$ cat config.mk
export PLATFORM = sky130hd
export DESIGN_NAME = rv32c_decoder
export DESIGN_NICKNAME = d
export VERILOG_FILES = /design/src/logic/rv_decode_pkg.sv /design/src/logic/decode_reg.sv /design/src/logic/imm_gen.sv /design/src/logic/op_decode.sv /design/src/logic/reg_select.sv /design/src/logic/rv32c_decoder.sv
export SDC_FILE = /design/constraint.sdc
export NUM_CORES = 1
export LEC_CHECK = 0
export ABC_AREA = 0
export BUFFER_PORTS_ARGS = -buffer_cell sky130_fd_sc_hd__buf_2
export CAP_MARGIN = 30
export CORE_MARGIN = 10
export CORE_UTILIZATION = 47
export CTS_CLUSTER_SIZE = 10
export DETAILED_ROUTE_END_ITERATION = 7
export PLACE_DENSITY = 0.7
export REMOVE_ABC_BUFFERS = 1
export SLEW_MARGIN = 20
export SYNTH_ARGS = -nofsm -noshare
export SYNTH_HDL_FRONTEND = slang
export SYNTH_SLANG_ARGS = --single-unit
$ cat constraint.sdc
create_clock -name clk -period 1.1 [get_ports clk]
set_input_delay 0.22 -clock clk [delete_from_list [all_inputs] [get_ports clk]]
set_output_delay 0.22 -clock clk [all_outputs]
set_load 0.1 [all_outputs]
$ cat src/logic/rv_decode_pkg.sv
package rv_decode_pkg;

    localparam int XLEN       = 32;
    localparam int ILEN       = 32;
    localparam int REG_ADDR_W = 5;
    // first of the x8..x15 prime registers
    localparam int CREG_BASE  = 8;

    // standard major opcodes
    typedef enum logic [6:0] {
        OPC_LUI    = 7'b0110111,
        OPC_AUIPC  = 7'b0010111,
        OPC_JAL    = 7'b1101111,
        OPC_JALR   = 7'b1100111,
        OPC_BRANCH = 7'b1100011,
        OPC_LOAD   = 7'b0000011,
        OPC_STORE  = 7'b0100011,
        OPC_OP_IMM = 7'b0010011,
        OPC_OP     = 7'b0110011
    } opcode_e;

    // low two bits, 2'b11 marks a 32-bit word
    typedef enum logic [1:0] {
        Q0    = 2'b00,
        Q1    = 2'b01,
        Q2    = 2'b10,
        Q_STD = 2'b11
    } quadrant_e;

    typedef enum logic [5:0] {
        OP_LUI,
        OP_AUIPC,
        OP_JAL,
        OP_JALR,
        OP_BEQ,
        OP_BNE,
        OP_BLT,
        OP_BGE,
        OP_BLTU,
        OP_BGEU,
        OP_LB,
        OP_LH,
        OP_LW,
        OP_LBU,
        OP_LHU,
        OP_SB,
        OP_SH,
        OP_SW,
        OP_ADDI,
        OP_SLTI,
        OP_SLTIU,
        OP_XORI,
        OP_ORI,
        OP_ANDI,
        OP_SLLI,
        OP_SRLI,
        OP_SRAI,
        OP_ADD,
        OP_SUB,
        OP_SLL,
        OP_SLT,
        OP_SLTU,
        OP_XOR,
        OP_SRL,
        OP_SRA,
        OP_OR,
        OP_AND,
        OP_ILLEGAL
    } op_e;

endpackage

$ cat src/logic/decode_reg.sv
module decode_reg import rv_decode_pkg::*; (
    input  logic                  clk,
    input  logic                  rst_n,
    input  logic                  ins_valid,
    input  logic                  is_compressed_d,
    input  op_e                   op_d,
    input  logic [REG_ADDR_W-1:0] rd_d,
    input  logic [REG_ADDR_W-1:0] rs1_d,
    input  logic [REG_ADDR_W-1:0] rs2_d,
    input  logic [XLEN-1:0]       imm_d,
    input  logic                  jump_en_d,
    input  logic [XLEN-1:0]       jump_offset_d,
    output logic                  dec_valid,
    output logic                  is_compressed,
    output op_e                   op,
    output logic [REG_ADDR_W-1:0] rd,
    output logic [REG_ADDR_W-1:0] rs1,
    output logic [REG_ADDR_W-1:0] rs2,
    output logic [XLEN-1:0]       imm,
    output logic                  jump_en,
    output logic [XLEN-1:0]       jump_offset
);

    // control state
    always_ff @(posedge clk or negedge rst_n) begin
        if (!rst_n) begin
            dec_valid <= 1'b0;
            jump_en   <= 1'b0;
            op        <= OP_ILLEGAL;
        end else begin
            dec_valid <= ins_valid;
            // a held result never redirects twice
            jump_en   <= ins_valid & jump_en_d;
            if (ins_valid) begin
                op <= op_d;
            end
        end
    end

    // payload, held between instructions
    always_ff @(posedge clk) begin
        if (ins_valid) begin
            is_compressed <= is_compressed_d;
            rd            <= rd_d;
            rs1           <= rs1_d;
            rs2           <= rs2_d;
            imm           <= imm_d;
            jump_offset   <= jump_offset_d;
        end
    end

endmodule

$ cat src/logic/imm_gen.sv
module imm_gen import rv_decode_pkg::*; (
    input  logic [ILEN-1:0] ins,
    input  logic            is_compressed,
    output logic [XLEN-1:0] imm,
    output logic [XLEN-1:0] jump_offset
);

    opcode_e         opcode;
    quadrant_e       quad;
    logic [2:0]      c_funct3;
    logic [XLEN-1:0] std_imm;
    logic [XLEN-1:0] c_imm;
    logic [XLEN-1:0] ci_imm;
    logic [XLEN-1:0] cj_imm;
    logic            std_jump;
    logic            c_jump;
    logic            is_jump;

    assign opcode   = opcode_e'(ins[6:0]);
    assign quad     = quadrant_e'(ins[1:0]);
    assign c_funct3 = ins[15:13];

    // shared by c.j and c.jal
    assign cj_imm = {{20{ins[12]}}, ins[12], ins[8], ins[10:9], ins[6], ins[7],
                     ins[2], ins[11], ins[5:3], 1'b0};
    // six-bit signed CI field
    assign ci_imm = {{26{ins[12]}}, ins[12], ins[6:2]};

    assign std_jump = (opcode == OPC_JAL);
    assign c_jump   = (quad == Q1) && (c_funct3[1:0] == 2'b01);
    assign is_jump  = is_compressed ? c_jump : std_jump;

    assign imm         = is_compressed ? c_imm : std_imm;
    assign jump_offset = is_jump ? imm : '0;

    ////////////////////////////////////////////////////////////
    // standard formats
    ////////////////////////////////////////////////////////////
    always_comb begin
        case (opcode)
            OPC_LUI, OPC_AUIPC:
                std_imm = {ins[31:12], 12'b0};
            OPC_JAL:
                std_imm = {{12{ins[31]}}, ins[19:12], ins[20], ins[30:21], 1'b0};
            OPC_JALR, OPC_LOAD, OPC_OP_IMM:
                std_imm = {{20{ins[31]}}, ins[31:20]};
            OPC_STORE:
                std_imm = {{20{ins[31]}}, ins[31:25], ins[11:7]};
            OPC_BRANCH:
                std_imm = {{20{ins[31]}}, ins[7], ins[30:25], ins[11:8], 1'b0};
            default:
                std_imm = '0;
        endcase
    end

    ////////////////////////////////////////////////////////////
    // compressed formats
    ////////////////////////////////////////////////////////////
    always_comb begin
        c_imm = '0;
        case (quad)
            Q0: begin
                case (c_funct3)
                    // addi4spn, zero-extended nzuimm
                    3'b000:
                        c_imm = {22'b0, ins[10:7], ins[12:11], ins[5], ins[6], 2'b00};
                    3'b010, 3'b110:
                        c_imm = {25'b0, ins[5], ins[12:10], ins[6], 2'b00};
                    default:
                        c_imm = '0;
                endcase
            end
            Q1: begin
                case (c_funct3)
                    3'b000:
                        c_imm = ci_imm;
                    3'b001, 3'b101:
                        c_imm = cj_imm;
                    3'b011: begin
                        if (ins[11:7] == 5'd2)
                            c_imm = {{22{ins[12]}}, ins[12], ins[4:3], ins[5], ins[2],
                                     ins[6], 4'b0};
                        else
                            c_imm = {{14{ins[12]}}, ins[12], ins[6:2], 12'b0};
                    end
                    3'b100: begin
                        // andi signed, shifts take a plain shamt
                        case (ins[11:10])
                            2'b10:   c_imm = ci_imm;
                            2'b11:   c_imm = '0;
                            default: c_imm = {26'b0, ins[12], ins[6:2]};
                        endcase
                    end
                    3'b110, 3'b111:
                        c_imm = {{23{ins[12]}}, ins[12], ins[6:5], ins[2], ins[11:10],
                                 ins[4:3], 1'b0};
                    default:
                        c_imm = '0;
                endcase
            end
            Q2: begin
                case (c_funct3)
                    3'b000:  c_imm = {26'b0, ins[12], ins[6:2]};
                    3'b010:  c_imm = {24'b0, ins[3:2], ins[12], ins[6:4], 2'b00};
                    3'b110:  c_imm = {24'b0, ins[8:7], ins[12:9], 2'b00};
                    default: c_imm = '0;
                endcase
            end
            default: c_imm = '0;
        endcase
    end

endmodule

$ cat src/logic/op_decode.sv
module op_decode import rv_decode_pkg::*; (
    input  logic [ILEN-1:0] ins,
    output logic            is_compressed,
    output op_e             op,
    output logic            jump_en
);

    quadrant_e  quad;
    opcode_e    opcode;
    logic [2:0] funct3;
    logic [2:0] c_funct3;
    logic       f7_alt;
    logic [4:0] c_rd;
    logic [4:0] c_rs2;
    op_e        std_op;
    op_e        c_op;
    op_e        c_alu_op;
    op_e        c_jr_op;

    assign quad          = quadrant_e'(ins[1:0]);
    assign is_compressed = (quad != Q_STD);
    assign opcode        = opcode_e'(ins[6:0]);
    assign funct3        = ins[14:12];
    assign f7_alt        = ins[30];
    assign c_funct3      = ins[15:13];
    assign c_rd          = ins[11:7];
    assign c_rs2         = ins[6:2];

    assign op = is_compressed ? c_op : std_op;
    // only JAL, C.J and C.JAL resolve their target here
    assign jump_en = (op == OP_JAL);

    ////////////////////////////////////////////////////////////
    // standard words
    ////////////////////////////////////////////////////////////
    always_comb begin
        std_op = OP_ILLEGAL;
        case (opcode)
            OPC_LUI:   std_op = OP_LUI;
            OPC_AUIPC: std_op = OP_AUIPC;
            OPC_JAL:   std_op = OP_JAL;
            OPC_JALR: begin
                if (funct3 == 3'b000)
                    std_op = OP_JALR;
            end
            OPC_BRANCH: begin
                case (funct3)
                    3'b000:  std_op = OP_BEQ;
                    3'b001:  std_op = OP_BNE;
                    3'b100:  std_op = OP_BLT;
                    3'b101:  std_op = OP_BGE;
                    3'b110:  std_op = OP_BLTU;
                    3'b111:  std_op = OP_BGEU;
                    default: std_op = OP_ILLEGAL;
                endcase
            end
            OPC_LOAD: begin
                case (funct3)
                    3'b000:  std_op = OP_LB;
                    3'b001:  std_op = OP_LH;
                    3'b010:  std_op = OP_LW;
                    3'b100:  std_op = OP_LBU;
                    3'b101:  std_op = OP_LHU;
                    default: std_op = OP_ILLEGAL;
                endcase
            end
            OPC_STORE: begin
                case (funct3)
                    3'b000:  std_op = OP_SB;
                    3'b001:  std_op = OP_SH;
                    3'b010:  std_op = OP_SW;
                    default: std_op = OP_ILLEGAL;
                endcase
            end
            OPC_OP_IMM: begin
                case (funct3)
                    3'b000: std_op = OP_ADDI;
                    3'b001: std_op = OP_SLLI;
                    3'b010: std_op = OP_SLTI;
                    3'b011: std_op = OP_SLTIU;
                    3'b100: std_op = OP_XORI;
                    3'b101: std_op = f7_alt ? OP_SRAI : OP_SRLI;
                    3'b110: std_op = OP_ORI;
                    3'b111: std_op = OP_ANDI;
                endcase
            end
            OPC_OP: begin
                case (funct3)
                    3'b000: std_op = f7_alt ? OP_SUB : OP_ADD;
                    3'b001: std_op = OP_SLL;
                    3'b010: std_op = OP_SLT;
                    3'b011: std_op = OP_SLTU;
                    3'b100: std_op = OP_XOR;
                    3'b101: std_op = f7_alt ? OP_SRA : OP_SRL;
                    3'b110: std_op = OP_OR;
                    3'b111: std_op = OP_AND;
                endcase
            end
            default: std_op = OP_ILLEGAL;
        endcase
    end

    ////////////////////////////////////////////////////////////
    // compressed words
    ////////////////////////////////////////////////////////////
    // q1 funct3 100, shamt[5] must be 0 on rv32
    always_comb begin
        c_alu_op = OP_ILLEGAL;
        case (ins[11:10])
            2'b00: c_alu_op = ins[12] ? OP_ILLEGAL : OP_SRLI;
            2'b01: c_alu_op = ins[12] ? OP_ILLEGAL : OP_SRAI;
            2'b10: c_alu_op = OP_ANDI;
            2'b11: begin
                if (!ins[12]) begin
                    case (ins[6:5])
                        2'b00: c_alu_op = OP_SUB;
                        2'b01: c_alu_op = OP_XOR;
                        2'b10: c_alu_op = OP_OR;
                        2'b11: c_alu_op = OP_AND;
                    endcase
                end
            end
        endcase
    end

    // mv/add become add, jr/jalr become jalr
    always_comb begin
        if (c_rs2 != 5'd0)
            c_jr_op = OP_ADD;
        else if (c_rd == 5'd0)
            c_jr_op = OP_ILLEGAL;
        else
            c_jr_op = OP_JALR;
    end

    always_comb begin
        c_op = OP_ILLEGAL;
        case (quad)
            Q0: begin
                case (c_funct3)
                    3'b000: begin
                        if (ins[12:5] != 8'd0)
                            c_op = OP_ADDI;
                    end
                    3'b010:  c_op = OP_LW;
                    3'b110:  c_op = OP_SW;
                    default: c_op = OP_ILLEGAL;
                endcase
            end
            Q1: begin
                case (c_funct3)
                    3'b000: c_op = OP_ADDI;
                    3'b001: c_op = OP_JAL;
                    3'b011: begin
                        // zero immediate is reserved, rd x2 is addi16sp
                        if ({ins[12], ins[6:2]} == 6'd0)
                            c_op = OP_ILLEGAL;
                        else if (c_rd == 5'd2)
                            c_op = OP_ADDI;
                        else
                            c_op = OP_LUI;
                    end
                    3'b100:  c_op = c_alu_op;
                    3'b101:  c_op = OP_JAL;
                    3'b110:  c_op = OP_BEQ;
                    3'b111:  c_op = OP_BNE;
                    default: c_op = OP_ILLEGAL;
                endcase
            end
            Q2: begin
                case (c_funct3)
                    3'b000: begin
                        if (!ins[12])
                            c_op = OP_SLLI;
                    end
                    3'b010: begin
                        if (c_rd != 5'd0)
                            c_op = OP_LW;
                    end
                    3'b100:  c_op = c_jr_op;
                    3'b110:  c_op = OP_SW;
                    default: c_op = OP_ILLEGAL;
                endcase
            end
            default: c_op = OP_ILLEGAL;
        endcase
    end

endmodule

$ cat src/logic/reg_select.sv
module reg_select import rv_decode_pkg::*; (
    input  logic [ILEN-1:0]       ins,
    input  logic                  is_compressed,
    output logic [REG_ADDR_W-1:0] rd,
    output logic [REG_ADDR_W-1:0] rs1,
    output logic [REG_ADDR_W-1:0] rs2
);

    quadrant_e             quad;
    logic [2:0]            c_funct3;
    logic [REG_ADDR_W-1:0] rd_full;
    logic [REG_ADDR_W-1:0] rs2_full;
    logic [REG_ADDR_W-1:0] hi_prime;
    logic [REG_ADDR_W-1:0] lo_prime;

    assign quad     = quadrant_e'(ins[1:0]);
    assign c_funct3 = ins[15:13];
    assign rd_full  = ins[11:7];
    assign rs2_full = ins[6:2];
    // three-bit fields map onto x8..x15
    assign hi_prime = REG_ADDR_W'(CREG_BASE) + {2'b00, ins[9:7]};
    assign lo_prime = REG_ADDR_W'(CREG_BASE) + {2'b00, ins[4:2]};

    always_comb begin
        rd  = ins[11:7];
        rs1 = ins[19:15];
        rs2 = ins[24:20];
        if (is_compressed) begin
            rd  = rd_full;
            rs1 = rd_full;
            rs2 = rs2_full;
            case (quad)
                Q0: begin
                    rd  = lo_prime;
                    rs1 = (c_funct3 == 3'b000) ? 5'd2 : hi_prime;
                    rs2 = lo_prime;
                end
                Q1: begin
                    case (c_funct3)
                        3'b001: rd = 5'd1;
                        3'b100: begin
                            rd  = hi_prime;
                            rs1 = hi_prime;
                            rs2 = lo_prime;
                        end
                        3'b101: rd = 5'd0;
                        3'b110, 3'b111: begin
                            rd  = 5'd0;
                            rs1 = hi_prime;
                            rs2 = 5'd0;
                        end
                        default: rd = rd_full;
                    endcase
                end
                Q2: begin
                    case (c_funct3)
                        3'b010, 3'b110: rs1 = 5'd2;
                        3'b100: begin
                            // jr links to x0, jalr to x1
                            if (rs2_full == 5'd0)
                                rd = REG_ADDR_W'(ins[12]);
                            else if (!ins[12])
                                rs1 = 5'd0;
                        end
                        default: rs1 = rd_full;
                    endcase
                end
                default: rd = rd_full;
            endcase
        end
    end

endmodule

$ cat src/logic/rv32c_decoder.sv
module rv32c_decoder import rv_decode_pkg::*; (
    input  logic                  clk,
    input  logic                  rst_n,
    input  logic                  ins_valid,
    input  logic [ILEN-1:0]       ins,
    output logic                  dec_valid,
    output op_e                   op,
    output logic [REG_ADDR_W-1:0] rd,
    output logic [REG_ADDR_W-1:0] rs1,
    output logic [REG_ADDR_W-1:0] rs2,
    output logic [XLEN-1:0]       imm,
    output logic                  jump_en,
    output logic [XLEN-1:0]       jump_offset,
    output logic                  is_compressed
);

    logic                  is_compressed_d;
    op_e                   op_d;
    logic                  jump_en_d;
    logic [REG_ADDR_W-1:0] rd_d;
    logic [REG_ADDR_W-1:0] rs1_d;
    logic [REG_ADDR_W-1:0] rs2_d;
    logic [XLEN-1:0]       imm_d;
    logic [XLEN-1:0]       jump_offset_d;

    ////////////////////////////////////////////////////////////
    // combinational decode
    ////////////////////////////////////////////////////////////
    op_decode u_op_decode (
        .ins           (ins),
        .is_compressed (is_compressed_d),
        .op            (op_d),
        .jump_en       (jump_en_d)
    );

    reg_select u_reg_select (
        .ins           (ins),
        .is_compressed (is_compressed_d),
        .rd            (rd_d),
        .rs1           (rs1_d),
        .rs2           (rs2_d)
    );

    imm_gen u_imm_gen (
        .ins           (ins),
        .is_compressed (is_compressed_d),
        .imm           (imm_d),
        .jump_offset   (jump_offset_d)
    );

    ////////////////////////////////////////////////////////////
    // stage register
    ////////////////////////////////////////////////////////////
    decode_reg u_decode_reg (
        .clk             (clk),
        .rst_n           (rst_n),
        .ins_valid       (ins_valid),
        .is_compressed_d (is_compressed_d),
        .op_d            (op_d),
        .rd_d            (rd_d),
        .rs1_d           (rs1_d),
        .rs2_d           (rs2_d),
        .imm_d           (imm_d),
        .jump_en_d       (jump_en_d),
        .jump_offset_d   (jump_offset_d),
        .dec_valid       (dec_valid),
        .is_compressed   (is_compressed),
        .op              (op),
        .rd              (rd),
        .rs1             (rs1),
        .rs2             (rs2),
        .imm             (imm),
        .jump_en         (jump_en),
        .jump_offset     (jump_offset)
    );

endmodule

==> reports/qor.csv, run 1 <==
stage,metric,value,unit
synth,yosysSeqAreaShare,0.457,
grt,grt_use_total,0.671,
cts,cts.path.max_buffers,2,
synth,synth_edf_count,80,
placement,port_buffers,122,
placement,place_worst_setup_slack,-1.29,ns
synth,postSynthCellCount,559,
placement,placedCellCount,959,
synth,avgSynthCellArea,10.2,sq um
synth,synth.lib_cells_used.distinct,78,
synth,synthArstFlopShare,0.0909,
status,outcome,aborted with a tool error,
cts,cts-buffers-inserted,9,
grt,grt_start_max_net_pins,21,
die,die_width,130,um
placement,globalplace.congestion,1.22,
synth,register_bit_count_reported_by_yosys,88,
cts,clock-sinks,88,
status,tool.error,[ERROR GRT-0232] Routing congestion too high. Check the congestion heatmap in the GUI.,
die,initial_utilization,0.477,
cts,cts-htree-levels,3,
grt,globalRoute.totalOverflow,136,
synth,synth_flop_cell,sky130_fd_sc_hd__edfxtp_1,
die,rows,40,
status,flow.stopped_at,global routing (5_1_grt),
placement,placed_cell_area,9040,sq um
synth,ys_warn_count,0,
placement,hpwl,16700,um
die,io-pin-count,123,
sta,kind_of_the_worst_endpoint,register data pin,
cts,root_buffer_cell,sky130_fd_sc_hd__clkbuf_16,
synth,netlist_area,5700,sq um
die,dieHeight,130,um
sta,worstEndpointGrtRepair,u_decode_reg.jump_offset[3]$_SDFFCE_PN0P_/D,
[cells in the mapped netlist, types with 4 or more instances]
library cell               instances  area (sq um)
sky130_fd_sc_hd__edfxtp_1         80          2400
sky130_fd_sc_hd__nand2_1          44           165
sky130_fd_sc_hd__nor2_1           39           146
sky130_fd_sc_hd__o21ai_0          39           195
sky130_fd_sc_hd__a21oi_1          35           175
sky130_fd_sc_hd__nor3b_2          30           375
sky130_fd_sc_hd__buf_2            23           115
sky130_fd_sc_hd__clkbuf_1         20          75.1
sky130_fd_sc_hd__a21o_1           18           135
sky130_fd_sc_hd__nand2b_1         16           100
sky130_fd_sc_hd__nor3_1           14          70.1
sky130_fd_sc_hd__a221o_1          12           120
sky130_fd_sc_hd__inv_1            10          37.5
sky130_fd_sc_hd__nor2b_1          10          62.6
sky130_fd_sc_hd__nand3_1           9          45.0
sky130_fd_sc_hd__a22o_1            8          70.1
sky130_fd_sc_hd__a32oi_1           6          52.6
sky130_fd_sc_hd__o211ai_1          6          45.0
sky130_fd_sc_hd__o221ai_1          6          52.6
sky130_fd_sc_hd__o22ai_1           6          37.5
sky130_fd_sc_hd__a211oi_1          5          37.5
sky130_fd_sc_hd__a22oi_1           5          37.5
sky130_fd_sc_hd__and2_1            5          31.3
sky130_fd_sc_hd__buf_1             5          18.8
sky130_fd_sc_hd__dfrtp_1           5           125
sky130_fd_sc_hd__nand4_1           5          31.3
sky130_fd_sc_hd__a21boi_0          4          30.0
sky130_fd_sc_hd__buf_6             4          45.0
sky130_fd_sc_hd__nor3b_1           4          30.0
sky130_fd_sc_hd__o21a_1            4          30.0
sky130_fd_sc_hd__o32ai_1           4          35.0
sky130_fd_sc_hd__or2_2             4          25.0
[per-stage QoR]
step | utilization | hold WS, ns
after floorplan | - | -0.0756
after global placement | 0.756 | 0.0614
after detailed placement | 0.756 | 0.0633
after CTS | 0.852 | 0.171
[cell families after synthesis]
family / count (synthesis) / share of synthesized area
multiplexers: 5 / 0.00944
other: 1 / 0.000658
flip-flops: 88 / 0.457
XOR/XNOR: 3 / 0.00461
adder cells (fa/ha/maj): 3 / 0.00659
AND/OR/NAND/NOR: 204 / 0.227
AO/OA/AOI/OAI: 189 / 0.240
buffers and inverters: 66 / 0.0551
[repair_timing]
| item | in CTS |
|---|---|
| hold buffers | 1 |
| endpoints found under the hold margin | 8 |
| setup endpoints to repair | 173 |
| pin swaps | 24 |
| gates cloned | 4 |
| resized for setup | 160 |
| buffers inserted | 19 |
[per-layer routing]
metal / GRT overflow / GRT usage
met1: 0 / 0.653
met2: 72 / 0.842
met3: 1 / 0.525
met4: 63 / 0.679
met5: 0 / 0.185
==> inputs of run 2 (changes only) <==
--- a/config.mk
+++ b/config.mk
@@ -9,10 +9,9 @@
 export BUFFER_PORTS_ARGS = -buffer_cell sky130_fd_sc_hd__buf_2
 export CAP_MARGIN = 30
 export CORE_MARGIN = 10
-export CORE_UTILIZATION = 47
-export CTS_CLUSTER_SIZE = 10
+export CORE_UTILIZATION = 32
 export DETAILED_ROUTE_END_ITERATION = 7
-export PLACE_DENSITY = 0.7
+export PLACE_DENSITY_LB_ADDON = 0.15
 export REMOVE_ABC_BUFFERS = 1
 export SLEW_MARGIN = 20
 export SYNTH_ARGS = -nofsm -noshare
==> run 2 against run 1 <==
The flow now finishes, with violations (setup timing). Synthesized cell count unchanged. Synthesized area is the same.
==> reports/qor.csv, run 2 <==
stage,metric,value,unit,change
cts,root_buffer_cell,sky130_fd_sc_hd__clkbuf_16,,
setup_path,worst-path-max-fanout,5,,
power,design_power_total,12.6,mW,
sta,min_period_over_period,1.91,,
cts,clock-sinks,88,,unchanged
sta,finalHoldWorstSlack,0.174,ns,
placement,placedCellCount,1055,,+10%
synth,yosysSeqAreaShare,0.457,,unchanged
synth,synth.lib_cells_used.distinct,78,,unchanged
sta,fmaxAchievable,0.477,GHz,
synth,netlist.area_leader.share,0.421,,unchanged
sta,clock-skew-final,0,ns,
setup_path,slowest_stage,sky130_fd_sc_hd__a2111oi_4,,
synth,netlist_area,5700,sq um,unchanged
sta,tns,-63.43,ns,
setup_path,endpoint_kind,flop,,
grt,grt_use_total,0.215,,
detailed_routing,drt_first_pass_iters,5,,
final_layout,top_regs,"u_decode_reg.imm (32), u_decode_reg.jump_offset (32), u_decode_reg.op (6)",,
synth,synthArstFlopShare,0.0909,,unchanged
run,cap_viol_max_count,0,,
placement,hpwl,20600,um,+24%
setup_path,critical_path_required,1.29,ns,
detailed_routing,drt_first_iter_violations,580,,
synth,synth_flop_cell,sky130_fd_sc_hd__edfxtp_1,,
die,dieHeight,153,um,+18%
synth,register_bit_count_reported_by_yosys,88,,unchanged
grt,grt_first_pass_wirelength,39600,um,
final_layout,most_frequent_cells_in_the_layout,"sky130_fd_sc_hd__buf_4 (191), sky130_fd_sc_hd__buf_12 (97), sky130_fd_sc_hd__edfxtp_1 (80)",,
grt,grt_pass1_vias,6240,,
setup_path,cell_type_group_with_the_largest_total_delay_on_the_critical_path,compound AO/OA/AOI/OAI gates,,
die,die_width,153,um,+18%
cts,cts_tree,done,,
final_layout,post_route_cells_drive_above_1_share,0.594,,
setup_path,critPathLaunchType,primary input,,
grt,grt_antenna_before_repair,0,,
cts,cts.path.max_buffers,2,,unchanged
die,initial_utilization,0.328,,-0.148
detailed_routing,detailroute.via_count,6133,,
placement,globalplace.congestion,0.962,,-21%
die,fp.dieArea,23600,sq um,
final_layout,layout_commonest_cell,sky130_fd_sc_hd__buf_4,,
sta,rsz0062_at_grt,true,,
cts,clkSlewWorstSetupHoldPaths,0.07,ns,
detailed_routing,detail_route.vias_per_cell,5.55,,
cts,worstSkewPairLatency,0.35,ns,
die,core_area,17400,sq um,
synth,avgSynthCellArea,10.2,sq um,unchanged
detailed_routing,wire_per_inst,23.9,um,
sta,setup_slack,-0.997,ns,
final_layout,layout-area-overhead-vs-synth,88.3,%,
setup_path,crit_buf_inv,4,,
placement,port_buffers,122,,unchanged
sta,count_of_endpoints_failing_setup_in_the_final_report,172,,
final_layout,layout.core_utilization,0.619,,
hold_path,type_of_the_worst_min_delay_path,primary input to flop,,
final_layout,antenna_cells,0,,
power,pwr_cell_area,1170,nW/um^2,
cts,cts-htree-levels,3,,unchanged
synth,ys_warn_count,0,,unchanged
detailed_routing,antenna_violating_nets_post_route,0,,
final_layout,final_cell_area,10700,sq um,
power,power.static_leakage,4.42,nW,
grt,grt_start_max_net_pins,54,,
cts,cts-buffers-inserted,9,,unchanged
setup_path,cpMostUsedCell,sky130_fd_sc_hd__buf_6,,
synth,synth_top_cell_by_area,sky130_fd_sc_hd__edfxtp_1,,
grt,globalRoute.totalOverflow,0,,
synth,synth_top_cells_by_count,"sky130_fd_sc_hd__edfxtp_1 (80), sky130_fd_sc_hd__nand2_1 (44), sky130_fd_sc_hd__nor2_1 (39), sky130_fd_sc_hd__o21ai_0 (39), sky130_fd_sc_hd__a21oi_1 (35)",,
power,ir_worst_vdd,0.807,mV,
synth,synthTopCellsByArea,"sky130_fd_sc_hd__edfxtp_1 (42%), sky130_fd_sc_hd__nor3b_2 (6.6%), sky130_fd_sc_hd__o21ai_0 (3.4%), sky130_fd_sc_hd__a21oi_1 (3.1%), sky130_fd_sc_hd__nand2_1 (2.9%)",,
sta,timing.final.max_slew_violations,0,,
setup_path,timing.critical_path.cells,buf_8 > buf_6 > nor3_4 > a21oi_2 > o31a_1 > a2111oi_4 > o2111ai_4 > buf_6 > buf_12 > nor3b_4,,
synth,postSynthCellCount,559,,unchanged
detailed_routing,drc_errors,0,,
final_layout,fillerInstances,1422,,
sta,hold_viol,0,,
status,violations,setup timing,,
placement,place_worst_setup_slack,-1.46,ns,-0.176 ns
detailed_routing,routed_wl,26400,um,
setup_path,cp_data_arrival_time,2.29,ns,
setup_path,cpPeakStageDelay,0.41,ns,
placement,placed_cell_area,9270,sq um,+2.4%
sta,period_needed,2.10,ns,
final_layout,finalNetCount,914,,
die,rows,48,,+20%
final_layout,final_cell_count_no_fill,1106,,
setup_path,crit_type,primary input to flop,,
synth,synth_edf_count,80,,unchanged
status,outcome,finished with violations,,
die,io-pin-count,123,,unchanged
synth,post-synth-top-count-cell,sky130_fd_sc_hd__edfxtp_1,,
-- run 2: cell counts after synthesis --
Identical to the previous run, type by type.
-- run 2: kinds of logic after synthesis --
group / count (synthesis) / synth area share
adders and majority gates: 3 / 0.00659
other: 1 / 0.000658
AOI/OAI and AO/OA: 189 / 0.240
xor gates and xnor gates: 3 / 0.00461
buffers and inverters: 66 / 0.0551
muxes: 5 / 0.00944
DFF: 88 / 0.457
and+or+nand+nor: 204 / 0.227
-- run 2: final timing paths --
path | start | endpoint | slack [ns] | depth (start not counted)
min in group asynchronous | rst_n | u_decode_reg.dec_valid | 0.24 | 2
min reg2reg | u_decode_reg.op[2] | u_decode_reg.op[2] | 0.51 | 2
max | ins[6] | u_decode_reg.jump_offset[31] | -1.0 | 10
min | ins[27] | u_decode_reg.imm[27] | 0.17 | 2
max in group asynchronous | rst_n | u_decode_reg.op[5] | 0.63 | 2
max reg2reg | u_decode_reg.op[5] | u_decode_reg.op[5] | 0.28 | 2
-- run 2: cell type report --
type,count,area [sq um],share of cell area
tap,225,282,0.0262
inverter,12,51.3,0.00478
timing repair buffer,359,4110,0.383
clock inverter,7,76.3,0.00711
sequential,88,2610,0.243
clock buffer,9,225,0.0210
multi-input combinational,406,3380,0.315
-- run 2: report_power, final --
part	internal [mW]	switching, mW
Combinational	2.05	3.24
Sequential	3.95	0.219
Clock	1.78	1.33
Total	7.79	4.79
-- run 2: what timing repair did --
action                                  in CTS  in global routing
endpoints found under the setup margin     173                172
gates cloned                                 3                  1
pin swaps                                   37                 55
hold buffers                                 1                  0
hold endpoints to repair                     8                  0
setup buffers                               24                 19
gates resized for setup                    156                 81
-- run 2: metal layers --
metal | global-route usage | share of wire | routed length [um] | vias up
met3 | 0.0340 | 0.056 | 1480 | 42
met5 | 0 | 0 | 0 | -
li1 | - | - | - | 2778
met4 | 0.0796 | 0.024 | 639 | 0
met2 | 0.352 | 0.49 | 13000 | 254
met1 | 0.277 | 0.43 | 11300 | 3059
(Power assumes the default switching activity.)
